===== src/memsys_settings.svh =====
`ifndef MEMSYS_SETTINGS_SVH
`define MEMSYS_SETTINGS_SVH

// Data path and address width
`define MEMSYS_XLEN 32

// Register file index width
`define MEMSYS_REG_IDX_BITS 5

// Data RAM geometry, in 32-bit words
`define MEMSYS_DMEM_WORDS 256

// Word address taken from byte address bits 9:2
`define MEMSYS_DMEM_ADDR_BITS 8

`endif

===== src/memsys_pkg.sv =====
package memsys_pkg;

    // Which value goes to rd at writeback
    typedef enum logic [1:0] {
        RD_SRC_ALU = 2'b00, // ALU result
        RD_SRC_MEM = 2'b01, // Loaded data
        RD_SRC_PC4 = 2'b10  // Link address for jumps
    } rd_src_e;

    // Kind of data memory access
    typedef enum logic [1:0] {
        MEM_OP_NONE  = 2'b00,
        MEM_OP_LOAD  = 2'b01,
        MEM_OP_STORE = 2'b10
    } mem_op_e;

    // Access width
    typedef enum logic [1:0] {
        MEM_SIZE_BYTE = 2'b00,
        MEM_SIZE_HALF = 2'b01,
        MEM_SIZE_WORD = 2'b10
    } mem_size_e;

endpackage : memsys_pkg


===== src/stage_memory2.sv =====
`timescale 1ns/10ps

`include "memsys_settings.svh"

module stage_memory2
    import memsys_pkg::*;
(
    input  logic                            clk,
    input  logic                            rst_n,
    input  logic                            stall,

    input  logic                            m1_to_m2_valid,
    input  logic [`MEMSYS_XLEN-1:0]         m1_to_m2_pc,
    input  logic [`MEMSYS_XLEN-1:0]         m1_to_m2_alu_result,
    input  logic [`MEMSYS_REG_IDX_BITS-1:0] m1_to_m2_rd_idx,
    input  logic                            m1_to_m2_rd_we,
    input  rd_src_e                         m1_to_m2_rd_src,
    input  mem_op_e                         m1_to_m2_mem_op,
    input  mem_size_e                       m1_to_m2_mem_size,
    input  logic                            m1_to_m2_mem_signed,
    input  logic [1:0]                      m1_to_m2_addr_lo,

    input  logic [`MEMSYS_XLEN-1:0]         ram_rd_data,

    output logic                            fwd_m2_produces_rd,
    output logic [`MEMSYS_REG_IDX_BITS-1:0] fwd_m2_rd_idx,
    output logic                            fwd_m2_val_avail,
    output logic [`MEMSYS_XLEN-1:0]         fwd_m2_val,

    output logic                            wb_valid,
    output logic [`MEMSYS_REG_IDX_BITS-1:0] wb_rd_idx,
    output logic                            wb_rd_we,
    output logic [`MEMSYS_XLEN-1:0]         wb_rd_val
);

    logic                            ff_valid;
    logic [`MEMSYS_XLEN-1:0]         ff_pc;
    logic [`MEMSYS_XLEN-1:0]         ff_alu_result;
    logic [`MEMSYS_REG_IDX_BITS-1:0] ff_rd_idx;
    logic                            ff_rd_we;
    rd_src_e                         ff_rd_src;
    mem_op_e                         ff_mem_op;
    mem_size_e                       ff_mem_size;
    logic                            ff_mem_signed;
    logic [1:0]                      ff_addr_lo;
    logic [`MEMSYS_XLEN-1:0]         ff_ram_data;

    logic [7:0]                      load_byte;
    logic [15:0]                     load_half;
    logic [`MEMSYS_XLEN-1:0]         load_val;
    logic [`MEMSYS_XLEN-1:0]         rd_val;

    always_ff @(posedge clk) begin
        if (!rst_n) begin
            ff_valid <= 1'b0;
        end else if (!stall) begin
            ff_valid <= m1_to_m2_valid;
        end
    end

    // RAM word is captured here, the read register moves on to the next load
    always_ff @(posedge clk) begin
        if (!stall) begin
            ff_pc         <= m1_to_m2_pc;
            ff_alu_result <= m1_to_m2_alu_result;
            ff_rd_idx     <= m1_to_m2_rd_idx;
            ff_rd_we      <= m1_to_m2_rd_we;
            ff_rd_src     <= m1_to_m2_rd_src;
            ff_mem_op     <= m1_to_m2_mem_op;
            ff_mem_size   <= m1_to_m2_mem_size;
            ff_mem_signed <= m1_to_m2_mem_signed;
            ff_addr_lo    <= m1_to_m2_addr_lo;
            ff_ram_data   <= ram_rd_data;
        end
    end

    assign load_byte = ff_ram_data[ff_addr_lo*8 +: 8];
    assign load_half = ff_addr_lo[1] ? ff_ram_data[31:16] : ff_ram_data[15:0];

    always_comb begin
        unique case (ff_mem_size)
            MEM_SIZE_BYTE: load_val = {{24{ff_mem_signed & load_byte[7]}}, load_byte};
            MEM_SIZE_HALF: load_val = {{16{ff_mem_signed & load_half[15]}}, load_half};
            default:       load_val = ff_ram_data;
        endcase
    end

    always_comb begin
        unique case (ff_rd_src)
            RD_SRC_MEM: rd_val = load_val;
            RD_SRC_PC4: rd_val = ff_pc + 32'd4;
            default:    rd_val = ff_alu_result;
        endcase
    end

    assign wb_valid  = ff_valid && !stall;
    assign wb_rd_idx = ff_rd_idx;
    assign wb_rd_we  = ff_rd_we;
    assign wb_rd_val = rd_val;

    // Every source is resolved by now
    assign fwd_m2_produces_rd = ff_valid && ff_rd_we;
    assign fwd_m2_rd_idx      = ff_rd_idx;
    assign fwd_m2_val_avail   = fwd_m2_produces_rd;
    assign fwd_m2_val         = rd_val;

    // Source must be known, and a memory source only comes from a load
    a_known_src: assert property (@(posedge clk) disable iff (!rst_n)
        wb_valid |-> ((ff_rd_src inside {RD_SRC_ALU, RD_SRC_MEM, RD_SRC_PC4})
                      && ((ff_rd_src != RD_SRC_MEM) || (ff_mem_op == MEM_OP_LOAD))))
        else $error("Bad rd_src %0d with mem_op %0d at writeback", ff_rd_src, ff_mem_op);

endmodule : stage_memory2


===== config.mk =====
export PLATFORM = sky130hd
export DESIGN_NAME = stage_memory2
export DESIGN_NICKNAME = d
export VERILOG_FILES = /design/src/memsys_pkg.sv /design/src/stage_memory2.sv
export VERILOG_INCLUDE_DIRS = /design/src
export SDC_FILE = /design/constraint.sdc
export NUM_CORES = 1
export LEC_CHECK = 0
export ABC_AREA = 1
export BUFFER_PORTS_ARGS = -buffer_cell sky130_fd_sc_hd__buf_2
export CORE_ASPECT_RATIO = 0.7
export CORE_UTILIZATION = 55
export DETAILED_ROUTE_END_ITERATION = 10
export PLACE_DENSITY = 0.86
export SETUP_SLACK_MARGIN = 0.1
export SKIP_LAST_GASP = 1
export SYNTH_ARGS = -nofsm -noshare
export SYNTH_HDL_FRONTEND = slang
export SYNTH_SLANG_ARGS = --single-unit

===== constraint.sdc =====
create_clock -name clk -period 8.04 [get_ports clk]
set_clock_uncertainty 0.15 [all_clocks]
set_input_delay 1.608 -clock clk [delete_from_list [all_inputs] [get_ports clk]]
set_output_delay 1.608 -clock clk [all_outputs]
set_load 0.005 [all_outputs]

==> impl_metrics.toml <==
[run_status]
status = "complete, no violations"

[yosys]
synth_area_leaders = "edfxtp_1 (55%), nand2_1 (13%), nor2_1 (5.6%), buf_4 (5.1%), nand3_1 (3.5%)"
synth_cell_type_count = 34
synth_cells = 668
ys_seq_elements = 110
synth_edf_count = 109
seq_area_frac_synth_pct = 55.5
synth-main-ff-cell = "edfxtp_1"
synthesis.nets = 786
async_flop_share_pct = 0
ys_warn_count = 0
synth_area_um2 = 5940
synth_top_area_cell = "edfxtp_1"
synth_area_per_cell_um2 = 8.89
synth_top_area_share_pct = 55.1

[clock_network]
post_cts_buffers = 0
htreeDepth = 3
clk-insertion-delay-late_ns = 0.36
cts_resized = 0
cts_sinks = 110
tritoncts = "built"
cts-root-buf = "clkbuf_16"
cts_buffer_depth = 2
path_clk_slew_ns = 0.08
numCtsBuffers = 9
ctsHoldBuffers = 0

[setup_path]
r2r_cells = 2
reg2reg_to = "ff_valid"
endpoint_kind = "output pin"
critPathArrivalTime_ns = 2.70
critPathMaxFanout = 22
rrSetupSlack_ns = 7.28
worstSetupStartpointType = "flip-flop"
cp.required_ns = 6.28
r2r-start = "ff_valid"
critical_path_class = "flip-flop to output pin"

[cells_and_area]
n_fill_cell = 848
antenna_cells = 0
areaGrowthSynthToFinish_pct = 18.0
drive_above_1_share_pct = 30.9
fin_nets = 935

[timing]
tightest_slew_ns = 1.05
slew_viol_final = 0
fmax_mhz = 224
min_period_ns = 4.46
rsz0062_at_grt = "false"
period_share_pct = 55.5
tns_ns = 0
final_hold_viol_count = 0
setup_violations = 0
holdWs_ns = 0.359
slew-limit-headroom_pct = 30.3

[grt]
grt-ovfl-total = 0
grt.total_usage_pct = 28.2
grt_pass1_wl_mm = 23.2
antenna_found_initial = 0
grt_pass1_vias = 4650
grt_max_degree = 83

[min_path]
whs_endpoint = "ff_valid"
min-delay-start = "ff_valid"
hold_path.class = "flip-flop to flip-flop"
min_delay_path_depth = 2

[routing]
num_vias = 5103
drtIter0Drc = 577
via_per_inst = 5.35
routed_wl_mm = 15.4
drc = 0
drt_pre_antenna_iters = 6
antenna_left = 0
wl_per_cell_um = 16.1

[power]
powerDensity_nw_per_um2 = 207
vdd_ir_drop_max_mv = 0.142
finalPower_mw = 1.45
leakagePower_nw = 3.18

[die]
die_area_um2 = 11200
io_pins = 193
rows = 31
dieHeight_um = 88.9
core_area_um2 = 10400
die_w_um = 126
initial_core_util_pct = 56.9

[placement]
hpwlAfterDp_mm = 11.7
port_buffers = 190
gp_congestion = 0.908

[run]
drv_cap = 0
how the worst max path moves through the flow:
| stage | startpoint | endpoint | slack [ns] | cells past startpoint |
|---|---|---|---|---|
| 2_1_floorplan | stall | ff_addr_lo[0] | 3.71 | 1 |
| 3_3_place_gp | ff_addr_lo[1] | fwd_m2_val[31] | 4.10 | 12 |
| 3_5_place_dp | ff_addr_lo[1] | fwd_m2_val[31] | 4.08 | 12 |
| 4_1_cts | ff_addr_lo[1] | fwd_m2_val[31] | 3.67 | 12 |
| 5_1_grt | ff_addr_lo[1] | fwd_m2_val[31] | 3.39 | 12 |
| 6_report | ff_addr_lo[1] | fwd_m2_val[31] | 3.58 | 12 |
critical path, stage by stage (launching register included):
cell and delay [ns]:
edfxtp_1 0.84, inv_2 0.23, nand2_2 0.12, nand2_2 0.06, nand2_1 0.09, nand2_2 0.07, nand2_4 0.08, nand3_4 0.22
nand3_1 0.16, nand2_1 0.14, nand2_1 0.12, nand2_1 0.09, buf_2 0.14
state kept, by name, summed over array words and instances (netlist names):
name           flops
ff_addr_lo         2
ff_valid           1
wb_rd_we           1
ff_mem_signed      1
ff_ram_data       32
fwd_m2_rd_idx      5
ff_mem_size        2
ff_pc             32
ff_alu_result     32
ff_rd_src          2
where the power goes:
group | leakage (nW) | internal (mW) | switching, mW
registers | 1.08 | 0.682 | 0.0314
logic | 1.95 | 0.113 | 0.171
clock network | 0.153 | 0.224 | 0.227
total | 3.18 | 1.02 | 0.430
layout make-up:
class | instances | area (µm²) | share of cell area [%]
clock inverters | 7 | 82.6 | 1.18
multi-input cells | 447 | 2040 | 29.1
flip-flops and latches | 110 | 3290 | 47.0
repair buffers | 195 | 988 | 14.1
inverters | 54 | 210 | 3.00
clock buffers | 9 | 225 | 3.21
well taps | 132 | 165 | 2.36
cells in the final DEF (no fill, tap or decap), types with 5 or more instances in the layout:
cell	count
nand2_1	205
nor2_2	5
nand2_2	6
buf_2	190
nor2_1	89
a21oi_1	32
nand3_1	42
or2_2	13
nand3_2	10
o21ai_0	17
clkbuf_16	9
inv_1	48
edfxtp_1	109
buf_4	5
o221ai_1	5
Yosys cell counts, types with 5 or more instances:
cell      count
inv_1        49
clkbuf_1      7
o21ai_0      17
o221ai_1      5
nand3_1      42
nor2_2        5
nand2_2       6
edfxtp_1    109
nand2_1     205
buf_2         5
nor2_1       89
buf_4        40
nand3_2      10
a21oi_1      32
or2_2        13
logic make-up after synthesis:
logic type      synth area share [%]
simple gates                    27.4
buf+inv                         10.1
flops                           55.5
compound gates                  6.22
fa+ha+maj                      0.632
xor+xnor                       0.148
routing by layer:
layer,routed length (µm),track usage [%]
met1,6610,36.3
met4,306,8.65
met2,6570,45.5
met5,0,0
met3,1910,10.1
stage by stage:
stage	instance area [µm²]	utilization, %	worst slack [ns]	std cells
6_report	7010	67.2	3.58	954
5_1_grt	7010	67.2	3.39	954
4_1_cts	7010	67.2	3.67	954
3_5_place_dp	6700	64.2	4.08	938
3_3_place_gp	6700	64.2	4.10	938
2_1_floorplan	5940	-	3.71	668
Power figures use the tool's default switching activity.
