`config.mk`:
```
export PLATFORM = sky130hd
export DESIGN_NAME = stage_memory1
export DESIGN_NICKNAME = d
export VERILOG_FILES = /design/src/memsys_pkg.sv /design/src/stage_memory1.sv
export VERILOG_INCLUDE_DIRS = /design/src
export SDC_FILE = /design/constraint.sdc
export NUM_CORES = 1
export LEC_CHECK = 0
export ABC_AREA = 1
export BUFFER_PORTS_ARGS = -buffer_cell sky130_fd_sc_hd__buf_2
export CORE_AREA = 2 2 139 141
export DETAILED_ROUTE_END_ITERATION = 10
export DIE_AREA = 0 0 141 143
export PLACE_DENSITY_LB_ADDON = 0.3
export SLEW_MARGIN = 10
export SYNTH_ARGS = -nofsm -noshare
export SYNTH_HDL_FRONTEND = slang
export SYNTH_SLANG_ARGS = --single-unit
export TNS_END_PERCENT = 5
```
`constraint.sdc`:
```
create_clock -name clk -period 6.7 [get_ports clk]
set_clock_uncertainty 0.2 [all_clocks]
set_input_delay 0.335 -clock clk [delete_from_list [all_inputs] [get_ports clk]]
set_output_delay 0.335 -clock clk [all_outputs]
set_load 0.02 [all_outputs]
```
`src/memsys_settings.svh`:
```
`ifndef MEMSYS_SETTINGS_SVH
`define MEMSYS_SETTINGS_SVH

// Data path and address width
`define MEMSYS_XLEN 32

// Register file index width
`define MEMSYS_REG_IDX_BITS 5

// Data RAM geometry, in 32-bit words
`define MEMSYS_DMEM_WORDS 256

// Word address taken from byte address bits 9:2
`define MEMSYS_DMEM_ADDR_BITS 8

`endif
```
`src/memsys_pkg.sv`:
```
package memsys_pkg;

    // Which value goes to rd at writeback
    typedef enum logic [1:0] {
        RD_SRC_ALU = 2'b00, // ALU result
        RD_SRC_MEM = 2'b01, // Loaded data
        RD_SRC_PC4 = 2'b10  // Link address for jumps
    } rd_src_e;

    // Kind of data memory access
    typedef enum logic [1:0] {
        MEM_OP_NONE  = 2'b00,
        MEM_OP_LOAD  = 2'b01,
        MEM_OP_STORE = 2'b10
    } mem_op_e;

    // Access width
    typedef enum logic [1:0] {
        MEM_SIZE_BYTE = 2'b00,
        MEM_SIZE_HALF = 2'b01,
        MEM_SIZE_WORD = 2'b10
    } mem_size_e;

endpackage : memsys_pkg

```
`src/stage_memory1.sv`:
```
`timescale 1ns/10ps

`include "memsys_settings.svh"

module stage_memory1
    import memsys_pkg::*;
(
    input  logic                              clk,
    input  logic                              rst_n,
    input  logic                              stall,
    input  logic                              flush,

    input  logic                              e_valid,
    input  logic [`MEMSYS_XLEN-1:0]           e_pc,
    input  logic [`MEMSYS_XLEN-1:0]           e_alu_result,
    input  logic [`MEMSYS_XLEN-1:0]           e_rs2_val,
    input  logic [`MEMSYS_REG_IDX_BITS-1:0]   e_rd_idx,
    input  logic                              e_rd_we,
    input  rd_src_e                           e_rd_src,
    input  mem_op_e                           e_mem_op,
    input  mem_size_e                         e_mem_size,
    input  logic                              e_mem_signed,
    input  logic                              e_branch_taken,
    input  logic [`MEMSYS_XLEN-1:0]           e_branch_target,

    output logic                              branch_taken,
    output logic [`MEMSYS_XLEN-1:0]           branch_target,

    output logic                              ram_rd_en,
    output logic [`MEMSYS_DMEM_ADDR_BITS-1:0] ram_rd_addr,
    output logic                              ram_wr_en,
    output logic [3:0]                        ram_wr_strb,
    output logic [`MEMSYS_DMEM_ADDR_BITS-1:0] ram_wr_addr,
    output logic [`MEMSYS_XLEN-1:0]           ram_wr_data,

    output logic                              fwd_m1_produces_rd,
    output logic [`MEMSYS_REG_IDX_BITS-1:0]   fwd_m1_rd_idx,
    output logic                              fwd_m1_val_avail,
    output logic [`MEMSYS_XLEN-1:0]           fwd_m1_val,

    output logic                              m1_to_m2_valid,
    output logic [`MEMSYS_XLEN-1:0]           m1_to_m2_pc,
    output logic [`MEMSYS_XLEN-1:0]           m1_to_m2_alu_result,
    output logic [`MEMSYS_REG_IDX_BITS-1:0]   m1_to_m2_rd_idx,
    output logic                              m1_to_m2_rd_we,
    output rd_src_e                           m1_to_m2_rd_src,
    output mem_op_e                           m1_to_m2_mem_op,
    output mem_size_e                         m1_to_m2_mem_size,
    output logic                              m1_to_m2_mem_signed,
    output logic [1:0]                        m1_to_m2_addr_lo
);

    logic                            ff_valid;
    logic [`MEMSYS_XLEN-1:0]         ff_pc;
    logic [`MEMSYS_XLEN-1:0]         ff_alu_result;
    logic [`MEMSYS_XLEN-1:0]         ff_rs2_val;
    logic [`MEMSYS_REG_IDX_BITS-1:0] ff_rd_idx;
    logic                            ff_rd_we;
    rd_src_e                         ff_rd_src;
    mem_op_e                         ff_mem_op;
    mem_size_e                       ff_mem_size;
    logic                            ff_mem_signed;
    logic                            ff_branch_taken;
    logic [`MEMSYS_XLEN-1:0]         ff_branch_target;

    logic                            out_valid;
    logic                            misaligned;

    always_ff @(posedge clk) begin
        if (!rst_n) begin
            ff_valid <= 1'b0;
        end else if (!stall) begin
            ff_valid <= e_valid;
        end else if (flush) begin
            ff_valid <= 1'b0; // Killed item must not come back after the stall
        end
    end

    always_ff @(posedge clk) begin
        if (!stall) begin
            ff_pc            <= e_pc;
            ff_alu_result    <= e_alu_result;
            ff_rs2_val       <= e_rs2_val;
            ff_rd_idx        <= e_rd_idx;
            ff_rd_we         <= e_rd_we;
            ff_rd_src        <= e_rd_src;
            ff_mem_op        <= e_mem_op;
            ff_mem_size      <= e_mem_size;
            ff_mem_signed    <= e_mem_signed;
            ff_branch_taken  <= e_branch_taken;
            ff_branch_target <= e_branch_target;
        end
    end

    assign out_valid = ff_valid && !flush && !stall;

    assign branch_taken  = ff_valid && ff_branch_taken;
    assign branch_target = ff_branch_target;

    // Load read starts from the unregistered address
    assign ram_rd_en   = !stall;
    assign ram_rd_addr = e_alu_result[`MEMSYS_DMEM_ADDR_BITS+1:2];

    assign ram_wr_en   = out_valid && (ff_mem_op == MEM_OP_STORE);
    assign ram_wr_addr = ff_alu_result[`MEMSYS_DMEM_ADDR_BITS+1:2];

    // Replicate store data into every lane, strobes pick the lanes
    always_comb begin
        unique case (ff_mem_size)
            MEM_SIZE_BYTE: begin
                ram_wr_data = {4{ff_rs2_val[7:0]}};
                ram_wr_strb = 4'b0001 << ff_alu_result[1:0];
            end
            MEM_SIZE_HALF: begin
                ram_wr_data = {2{ff_rs2_val[15:0]}};
                ram_wr_strb = ff_alu_result[1] ? 4'b1100 : 4'b0011;
            end
            default: begin
                ram_wr_data = ff_rs2_val;
                ram_wr_strb = 4'b1111;
            end
        endcase
    end

    assign fwd_m1_produces_rd = ff_valid && ff_rd_we;
    assign fwd_m1_rd_idx      = ff_rd_idx;
    assign fwd_m1_val_avail   = fwd_m1_produces_rd && (ff_rd_src != RD_SRC_MEM); // Load data not back yet
    assign fwd_m1_val         = (ff_rd_src == RD_SRC_PC4) ? ff_pc + 32'd4 : ff_alu_result;

    assign m1_to_m2_valid      = out_valid;
    assign m1_to_m2_pc         = ff_pc;
    assign m1_to_m2_alu_result = ff_alu_result;
    assign m1_to_m2_rd_idx     = ff_rd_idx;
    assign m1_to_m2_rd_we      = ff_rd_we;
    assign m1_to_m2_rd_src     = ff_rd_src;
    assign m1_to_m2_mem_op     = ff_mem_op;
    assign m1_to_m2_mem_size   = ff_mem_size;
    assign m1_to_m2_mem_signed = ff_mem_signed;
    assign m1_to_m2_addr_lo    = ff_alu_result[1:0];

    assign misaligned = ((ff_mem_size == MEM_SIZE_HALF) && ff_alu_result[0])
                     || ((ff_mem_size == MEM_SIZE_WORD) && (ff_alu_result[1:0] != 2'b00));

    // Execute must only send naturally aligned accesses
    a_aligned_access: assert property (@(posedge clk) disable iff (!rst_n)
        (ff_valid && (ff_mem_op != MEM_OP_NONE)) |-> !misaligned)
        else $error("Misaligned access at pc %h addr %h", ff_pc, ff_alu_result);

endmodule : stage_memory1

```
==> results of run 1 <==
-- where the power goes --
| part | total, W | internal (W) | switching, W |
|---|---|---|---|
| clock | 0.000892 | 0.000485 | 0.000406 |
| sequential | 0.00112 | 0.00107 | 0.0000511 |
| combinational | 0.000488 | 0.000190 | 0.000298 |
-- per-stage QoR --
step | worst slack (ps) | cells | area (sq um) | total power (W) | hold WS [ps]
detailed placement | 4116 | 1080 | 7950 | 0.001555 | 313.1
finish | 3771 | 1257 | 9948 | 0.002496 | 355.9
global placement | 4136 | 1080 | 7950 | 0.001551 | 311.0
global route | 3512 | 1256 | 9946 | 0.002601 | 396.5
floorplan | 2812 | 533 | 6160 | 0.001382 | 233.9
CTS | 3640 | 1256 | 9946 | 0.002520 | 366.4
-- state kept, by name, summed over array words and instances (netlist names) --
name and cells:
branch_target 32, ff_rs2_val 32, m1_to_m2_alu_result 32, m1_to_m2_pc 32, fwd_m1_rd_idx 5, m1_to_m2_mem_op 2, m1_to_m2_mem_size 2, m1_to_m2_rd_src 2
ff_branch_taken 1, ff_valid 1, m1_to_m2_mem_signed 1, m1_to_m2_rd_we 1
-- cells in the final DEF (no fill, tap or decap), types with 2 or more instances in the layout --
master         count
dlygate4sd3_1    144
nand3_1           32
and2_1             3
nor2_2            10
o21ai_1            3
clkinvlp_4         3
clkbuf_16         17
edfxtp_1         142
inv_2              4
inv_6              6
xor2_1             4
xnor2_1            2
a21oi_1            3
nor2_1            31
nand2_2            5
inv_1             34
or2_1              4
buf_2            352
nand2_1          170
clkinv_4           3
nor2_4             6
o21ai_0           20
o211ai_1           8
-- timing repair --
item	4_1_cts	5_1_grt
setup buffers	0	0
gates resized for setup	0	0
endpoints found under the hold margin	143	0
hold buffers	144	0
-- cells by family after synthesis --
group | Yosys count
simple gates | 266
flops | 143
buf+inv | 80
compound gates | 37
xor+xnor | 6
fa+ha+maj | 1
-- cell usage after synthesis, drive strengths merged --
cell type / number
a21oi: 3
a31oi: 1
and2: 3
buf: 38
clkbuf: 2
clkinv: 1
dfxtp: 1
edfxtp: 142
ha: 1
inv: 39
nand2: 176
nand3: 32
nand3b: 1
nor2: 48
nor3: 1
o211a: 1
o211ai: 8
o21ai: 23
o21bai: 1
or2: 5
xnor2: 2
xor2: 4
-- critical path: cells and delay by family (launching register included) --
kind | cells | cell delay (ps)
buf+inv | 2 | 640
simple gates | 1 | 580
compound gates | 2 | 310
flops | 1 | 440
-- final cells by class --
| cell class | count | area share |
|---|---|---|
| clock inverter | 14 | 0.01258 |
| inverter | 40 | 0.01560 |
| tap | 234 | 0.02943 |
| clock buffer | 18 | 0.04314 |
| multi-input combinational | 310 | 0.1456 |
| antenna | 1 | 0.0002515 |
| timing repair buffer | 497 | 0.3227 |
| sequential | 143 | 0.4306 |
-- how the worst min path moves through the flow --
| stage | startpoint | end | slack, ps | cells after the start |
|---|---|---|---|---|
| 3_3_place_gp | e_rs2_val[9] | ff_rs2_val[9] | 310 | 1 |
| 4_1_cts | stall | m1_to_m2_rd_src[0] | 370 | 2 |
| 2_1_floorplan | e_branch_target[0] | branch_target[0] | 230 | 0 |
| 5_1_grt | stall | m1_to_m2_rd_we | 400 | 2 |
| 6_report | stall | m1_to_m2_rd_src[0] | 360 | 2 |
| 3_5_place_dp | e_pc[10] | m1_to_m2_pc[10] | 310 | 1 |
-- layer usage --
metal | vias up | share of wire | GRT usage
met5 | - | 0.00062 | 0
met1 | 2558 | 0.38 | 0.2215
met3 | 41 | 0.068 | 0.06304
met4 | 2 | 0.030 | 0.08211
li1 | 2729 | - | -
met2 | 254 | 0.52 | 0.3730
==> run summary, run 1 <==
Syn Area/Cell -> 11.56 sq um
Synth Area in Simple Gates -> 0.1899
syn nets -> 681
Critical Path RT -> 6160 ps
Seq/Total Area, Yosys -> 0.6955
worst path cell trace -> nor2_4 -> inv_2 -> a21oi_1 -> a21oi_1 -> buf_2
clk sink count -> 143
area grow syn2layout -> 61.51%
crit path launch type -> flop
IO Port Bufs -> 352
final clock period utilization by the worst path -> 0.4371
post-route setup TNS -> 0 ps
Post-Route WL -> 20.97 mm
nets -> 1,157
Worst path max stage delay -> 580 ps
Min-Delay Path Class -> input port to flop
fill cell count -> 1,637
FF-to-FF End -> ff_valid
gr usage total -> 0.2044
Achievable Freq -> 341.4 MHz
hpwl dp -> 14.73 mm
first-pass GRT wire length -> 30.80 mm
maximum vdd drop -> 0.1684 mV
outcome -> finished, final reports clean
Post-Synthesis Cells -> 533
vias per cell -> 4.442
register area -> 4284 sq um
root buf cell -> clkbuf_16
post-layout util -> 0.5354
crit path to -> fwd_m1_val[12]
mux contribution to synthesized area -> 0
fin crit period -> 2929 ps
cell taking the most area after synthesis -> edfxtp_1
Worst-path clk slew -> 70 ps
die height -> 143 microns
Slew @ Worst Pin -> 857.0 ps
core box area -> 18,580 sq um
die area -> 20,160 sq um
vias post-DR -> 5,584
Setup crit end kind -> output pin
GP Congestion -> 0.8523
Distinct cells, synth -> 32
largest net degree at the start of global routing -> 82
post-route ant nets -> 0
Reg2Reg Depth -> 4
Synth top area share -> 0.6923
Crit path top cell by count -> a21oi_1
Syn Std Cell Area -> 6160 sq um
Synth warnings -> 0
Synth Area in XOR/XNOR -> 0.008531
max-cap viol count -> 0
r2r startpoint -> ff_valid
clk_lat worst skew -> 420 ps
crit path launch -> m1_to_m2_rd_src[0]
critical path arrival -> 2390 ps
Synth area leaders -> edfxtp_1 69%, nand2_1 10%, buf_4 3.9%, nand3_1 2.6%, inv_1 2.1%
Final Setup Violations -> 0
global route overflow -> 0
vias in the first global route -> 5,703
DRC Markers -> 0
critical path class -> flop to output pin
H-tree levels -> 4
largest family of logic cells by synthesized area -> simple AND/OR/NAND/NOR gates
standard-cell rows -> 50
I/O pins -> 353
ratio of cells with drive above 1 in the final layout -> 0.4031
Compound-Gate Fraction of Synth Area -> 0.03473
pwr dens -> 250.9 nW/um^2
combined area of the multi-input logic cells -> 1449 sq um
Avg WL per Cell -> 16.68 microns
reg2reg setup slack -> 5120 ps
#FFs+latches synth -> 143
final hold vios -> 0
Starting Density -> 0.3315
adder-cell share of the synthesized area -> 0.002031
clock buffer depth -> 2
unrepaired setup endpoints after global routing -> false
Num CTS Buffers -> 17
Final Max Tran Viols -> 0
CTS tree -> built
Slew HR -> 0.4287
DRT iter0 DRCs -> 317
leakage -> 4.532 nW
CP max-delay cell -> nor2_4
initial antenna violation count -> 2
Die W -> 141 microns
CP max FO -> 37
1st-pass router iterations -> 4
Note: power is estimated with default switching activity, not from simulation.
==> run 2: changes to the inputs <==
- ABC_AREA: 1 -> 0
- clock period: 6.7 -> 2.65 ns (I/O delays scaled with it)
==> run summary, run 2 <==
sw frac -> 0.2923
initial antenna violation count -> 0
hpwl dp -> 12.78 mm
Setup crit end kind -> output pin
Syn Std Cell Area -> 5963 sq um
pwr dens -> 632.0 nW/um^2
IO Port Bufs -> 352
first-pass GRT wire length -> 27.78 mm
Tot Pwr -> 0.006349 W
Slew HR -> 0.6077
Min-Delay Path Class -> input port to flop
Seq/Total Area, Yosys -> 0.7184
Achievable Freq -> 367.6 MHz
final clock period utilization by the worst path -> 1.027
area grow syn2layout -> 68.46%
Worst path max stage delay -> 480 ps
H-tree levels -> 4
Synth warnings -> 0
NetSw -> 0.001856 W
outcome -> finished with violations
critical path arrival -> 2390 ps
root buf cell -> clkbuf_16
crit path launch type -> flop
Min-Delay Path Depth -> 2
part of the power in combinational logic -> 0.202
pre-CTS setup slack -> 124.8 ps
commonest non-fill, non-tap cell in the layout -> buf_2
maximum vdd drop -> 0.4512 mV
Final Cell Area -> 10,050 sq um
Antenna Cells -> 0
commonest cells after routing, fill and taps aside -> 343 x buf_2, 144 x dlygate4sd3_1, 142 x edfxtp_1
ratio of cells with drive above 1 in the final layout -> 0.4800
WP buf/inv -> 2
standard-cell rows -> 50
vias per cell -> 4.544
nets -> 1,060
Synth area leaders -> edfxtp_1 72%, buf_4 3.9%, mux2_2 3.0%, nand2_1 2.7%, o21ai_0 2.4%
DP Area -> 7934 sq um
CP max FO -> 7
clock buffer depth -> 2
post-route ant nets -> 0
Die W -> 141 microns
Distinct cells, synth -> 41
worst setup margin -> -70.48 ps
HP Start -> e_branch_target[6]
#FFs+latches synth -> 143
Starting Density -> 0.3209
DRC Markers -> 0
Worst-path clk slew -> 70 ps
count leader, synth -> edfxtp_1
failing checks -> setup timing
vias post-DR -> 5,267
Final Max Tran Viols -> 0
Post-Route WL -> 18.77 mm
largest net degree at the start of global routing -> 70
clk_lat worst skew -> 410 ps
sequential power share -> 0.440
Syn Area/Cell -> 14.54 sq um
leakage -> 4.305 nW
die area -> 20,160 sq um
Final Setup Violations -> 6
clk sink count -> 143
critical path class -> flop to output pin
I/O pins -> 353
DRT iter0 DRCs -> 256
ys flop type -> edfxtp_1
Avg WL per Cell -> 16.20 microns
final hold vios -> 0
gr usage total -> 0.1798
GP Congestion -> 0.7577
worst path cell trace -> ha_2 -> nand4_2 -> or4_4 -> buf_6 -> or3_1 -> a31oi_1 -> buf_4
Worst Hold End -> branch_target[6]
commonest cells in the netlist -> 142 x edfxtp_1, 43 x nand2_1, 31 x buf_4
Post-Synthesis Cells -> 410
r2r startpoint -> ff_valid
Reg2Reg Depth -> 4
placed insts -> 975
FF-to-FF End -> ff_valid
1st-pass router iterations -> 4
clock network power share -> 0.358
Worst path top cell family by delay -> simple AND/OR/NAND/NOR gates
CP max-delay cell -> or4_4
core box area -> 18,580 sq um
fin crit period -> 2720 ps
die height -> 143 microns
Synth top area share -> 0.7151
vias in the first global route -> 5,241
number of synthesized flops with an enable pin -> 142
CTS tree -> built
Num CTS Buffers -> 17
Pint -> 0.004493 W
max-cap viol count -> 0
reg2reg setup slack -> 1090 ps
Critical Path RT -> 2320 ps
syn nets -> 558
unrepaired setup endpoints after global routing -> true
Synth async-reset ratio -> 0
post-layout util -> 0.5407
cell taking the most area after synthesis -> edfxtp_1
non-filler cells, final -> 1,159
global route overflow -> 0
Slew @ Worst Pin -> 583.0 ps
## run 2: cell count changes in the layout (fill, tap and decap cells not counted), moves of 13 or more
| cell | previous run | this run |
|---|---|---|
| a31oi_1 | 1 | 14 |
| nand2_1 | 170 | 42 |
| nand3_1 | 32 | 8 |
| inv_1 | 34 | 6 |
| nor2_1 | 31 | 17 |
| mux2_2 | 0 | 16 |
| buf_4 | 1 | 38 |
## run 2: repair_timing
item                       in CTS  in global routing
hold buffers                  144                  0
setup buffers                   3                  5
gates resized for setup         8                  7
setup endpoints to repair      13                 13
hold endpoints to repair      143                  0
pin swaps                      15                  5
## run 2: worst register-to-register path, delay by kind of cell (launching register included)
family	cells	cell delay, ps
compound gates	1	100
simple gates	2	290
flops	1	320
buf+inv	1	540
## run 2: area by class of cell
| class | instances | area, sq um |
|---|---|---|
| multi-input combinational | 215 | 1383 |
| fill | 1577 | 8534 |
| tap | 234 | 292.8 |
| clock buffer | 18 | 439.2 |
| timing repair buffer | 528 | 3495 |
| clock inverter | 14 | 122.6 |
| sequential | 143 | 4284 |
| inverter | 7 | 30.03 |
## run 2: layer usage
layer | vias to the layer above | GRT usage | part of all wire
li1 | 2534 | - | -
met1 | 2491 | 0.2033 | 0.40
met2 | 225 | 0.3258 | 0.52
met3 | 17 | 0.05936 | 0.061
met4 | 0 | 0.05000 | 0.016
met5 | - | 0 | 0
## run 2: logic make-up (layout without fill, tap and decap cells)
family	Yosys count	count (layout)	synth area share
buffers and inverters	52	567	0.05392
multiplexers	24	24	0.04364
AO/OA/AOI/OAI	58	58	0.05875
adder cells (fa/ha/maj)	1	1	0.002098
XOR/XNOR	13	13	0.01909
AND/OR/NAND/NOR	119	119	0.1041
flip-flops	143	143	0.7184
## run 2: worst max path at each step
stage / cells past startpoint / from / to / slack [ps]
2_1_floorplan: 1 / stall / branch_target[0] / -240
3_3_place_gp: 7 / m1_to_m2_pc[3] / fwd_m1_val[24] / 150
3_5_place_dp: 7 / m1_to_m2_pc[3] / fwd_m1_val[22] / 120
4_1_cts: 6 / m1_to_m2_pc[3] / fwd_m1_val[26] / -90
5_1_grt: 7 / m1_to_m2_pc[3] / fwd_m1_val[22] / -210
6_report: 7 / m1_to_m2_pc[3] / fwd_m1_val[22] / -70
## run 2: power by group through the flow
stage | clock network, W | registers [W] | logic (W)
finish | 0.00227 | 0.00279 | 0.00128
global route | 0.00244 | 0.00281 | 0.00137
CTS | 0.00234 | 0.00279 | 0.00127
detailed placement | 0 | 0.00284 | 0.00109
global placement | 0 | 0.00283 | 0.00109
floorplan | 0 | 0.00301 | 0.000466
## run 2: metrics by stage
stage	TNS, ps	hold slack (ps)
after CTS	-543.1	199.6
after global routing	-1604	202.7
final	-232.4	215.5
after detailed placement	0	110.6
after global placement	0	108.4
after floorplan	-33690	31.37
==> run 3: changes to the inputs <==
- PLACE_DENSITY_LB_ADDON: 0.3 -> not set
==> run summary, run 3 (synthesis gave the netlist of run 2 again) <==
post-layout util -> 0.5373
die area -> 20,160 sq um
hpwl dp -> 12.83 mm
maximum vdd drop -> 0.3961 mV
standard-cell rows -> 50
root buf cell -> clkbuf_16
leakage -> 4.260 nW
1st-pass router iterations -> 4
CTS tree -> built
pwr dens -> 630.1 nW/um^2
CP max FO -> 8
global route overflow -> 0
critical path class -> flop to output pin
Min-Delay Path Class -> input port to flop
combined area of the multi-input logic cells -> 1383 sq um
unrepaired setup endpoints after global routing -> true
Starting Density -> 0.3209
final clock period utilization by the worst path -> 1.032
CP max-delay cell -> or4_4
vias in the first global route -> 5,361
clk_lat worst skew -> 410 ps
WP buf/inv -> 2
die height -> 143 microns
Slew @ Worst Pin -> 454.5 ps
Die W -> 141 microns
Num CTS Buffers -> 17
non-filler cells, final -> 1,152
largest net degree at the start of global routing -> 82
worst setup margin -> -84.48 ps
gr usage total -> 0.1838
clk sink count -> 143
clock buffer depth -> 2
final hold vios -> 0
failing checks -> setup timing
IO Port Bufs -> 352
ratio of cells with drive above 1 in the final layout -> 0.4739
DRC Markers -> 0
nets -> 1,055
Avg WL per Cell -> 16.30 microns
I/O pins -> 353
GP Congestion -> 0.8053
post-route ant nets -> 0
fill cell count -> 1,589
crit path launch type -> flop
outcome -> finished with violations
placed insts -> 973
DRT iter0 DRCs -> 202
initial antenna violation count -> 0
H-tree levels -> 4
vias post-DR -> 5,249
Worst path max stage delay -> 480 ps
Worst-path clk slew -> 60 ps
Critical Path RT -> 2320 ps
Tot Pwr -> 0.006291 W
worst path cell trace -> ha_2 -> nand4_2 -> or4_4 -> buf_6 -> or3_1 -> a31oi_1 -> buf_4
commonest cells after routing, fill and taps aside -> 345 x buf_2, 144 x dlygate4sd3_1, 142 x edfxtp_1
Final Cell Area -> 9983 sq um
Reg2Reg Depth -> 4
Achievable Freq -> 365.7 MHz
Antenna Cells -> 0
core box area -> 18,580 sq um
max-cap viol count -> 0
Final Max Tran Viols -> 0
vias per cell -> 4.556
Crit path depth -> 7
DP Area -> 7919 sq um
Slew HR -> 0.6970
area grow syn2layout -> 67.41%
Worst path top cell family by delay -> simple AND/OR/NAND/NOR gates
Setup crit end kind -> output pin
Final Setup Violations -> 7
Post-Route WL -> 18.77 mm
Min-Delay Path Depth -> 3
first-pass GRT wire length -> 28.37 mm
critical path arrival -> 2400 ps
fin crit period -> 2734 ps
commonest non-fill, non-tap cell in the layout -> buf_2
register area -> 4284 sq um
[run 3: tightest hold or removal path: cells and delay by family]
kind | cells | cell delay (ps)
buffers and inverters | 3 | 490
[run 3: repair_timing]
action	in CTS	in global routing
setup endpoints to repair	13	15
endpoints found under the hold margin	143	0
pin swaps	16	6
hold buffers	144	0
resized for setup	6	7
setup buffers	5	0
[run 3: worst paths after layout]
kind / end / start / slack [ps]
max: fwd_m1_val[24] / m1_to_m2_pc[2] / -80
min: ff_rs2_val[8] / stall / 220
max reg2reg: ff_valid / ff_valid / 1090
min reg2reg: ff_valid / ff_valid / 1080
[run 3: cell type report]
type                       instances  share of cell area
sequential                       143              0.4291
timing repair buffer             523              0.3458
multi-input combinational        215              0.1385
clock buffer                      18             0.04299
tap                              234             0.02933
clock inverter                    12             0.01128
inverter                           7            0.003008
[run 3: routing by layer]
layer,share of wire,GRT usage,vias up,wire length [microns]
li1,-,-,2523,-
met1,0.39,0.2034,2475,7285
met2,0.54,0.3435,237,10050
met3,0.066,0.05433,14,1232
met4,0.011,0.05053,0,208
met5,0,0,-,0
[run 3: power by group]
part	internal, W	switching (W)	total (W)
logic	0.000538	0.000736	0.00127
clock network	0.00129	0.000933	0.00222
registers	0.00269	0.000103	0.00280
[run 3: per-stage QoR]
stage	setup TNS (ps)	hold WS (ps)	setup slack (ps)
after floorplan	-33690	31.37	-235.5
after global placement	0	108.5	117.0
after detailed placement	0	110.6	80.01
after CTS	-580.4	203.6	-103.6
after global routing	-1611	214.1	-198.7
final	-456.9	215.2	-84.48
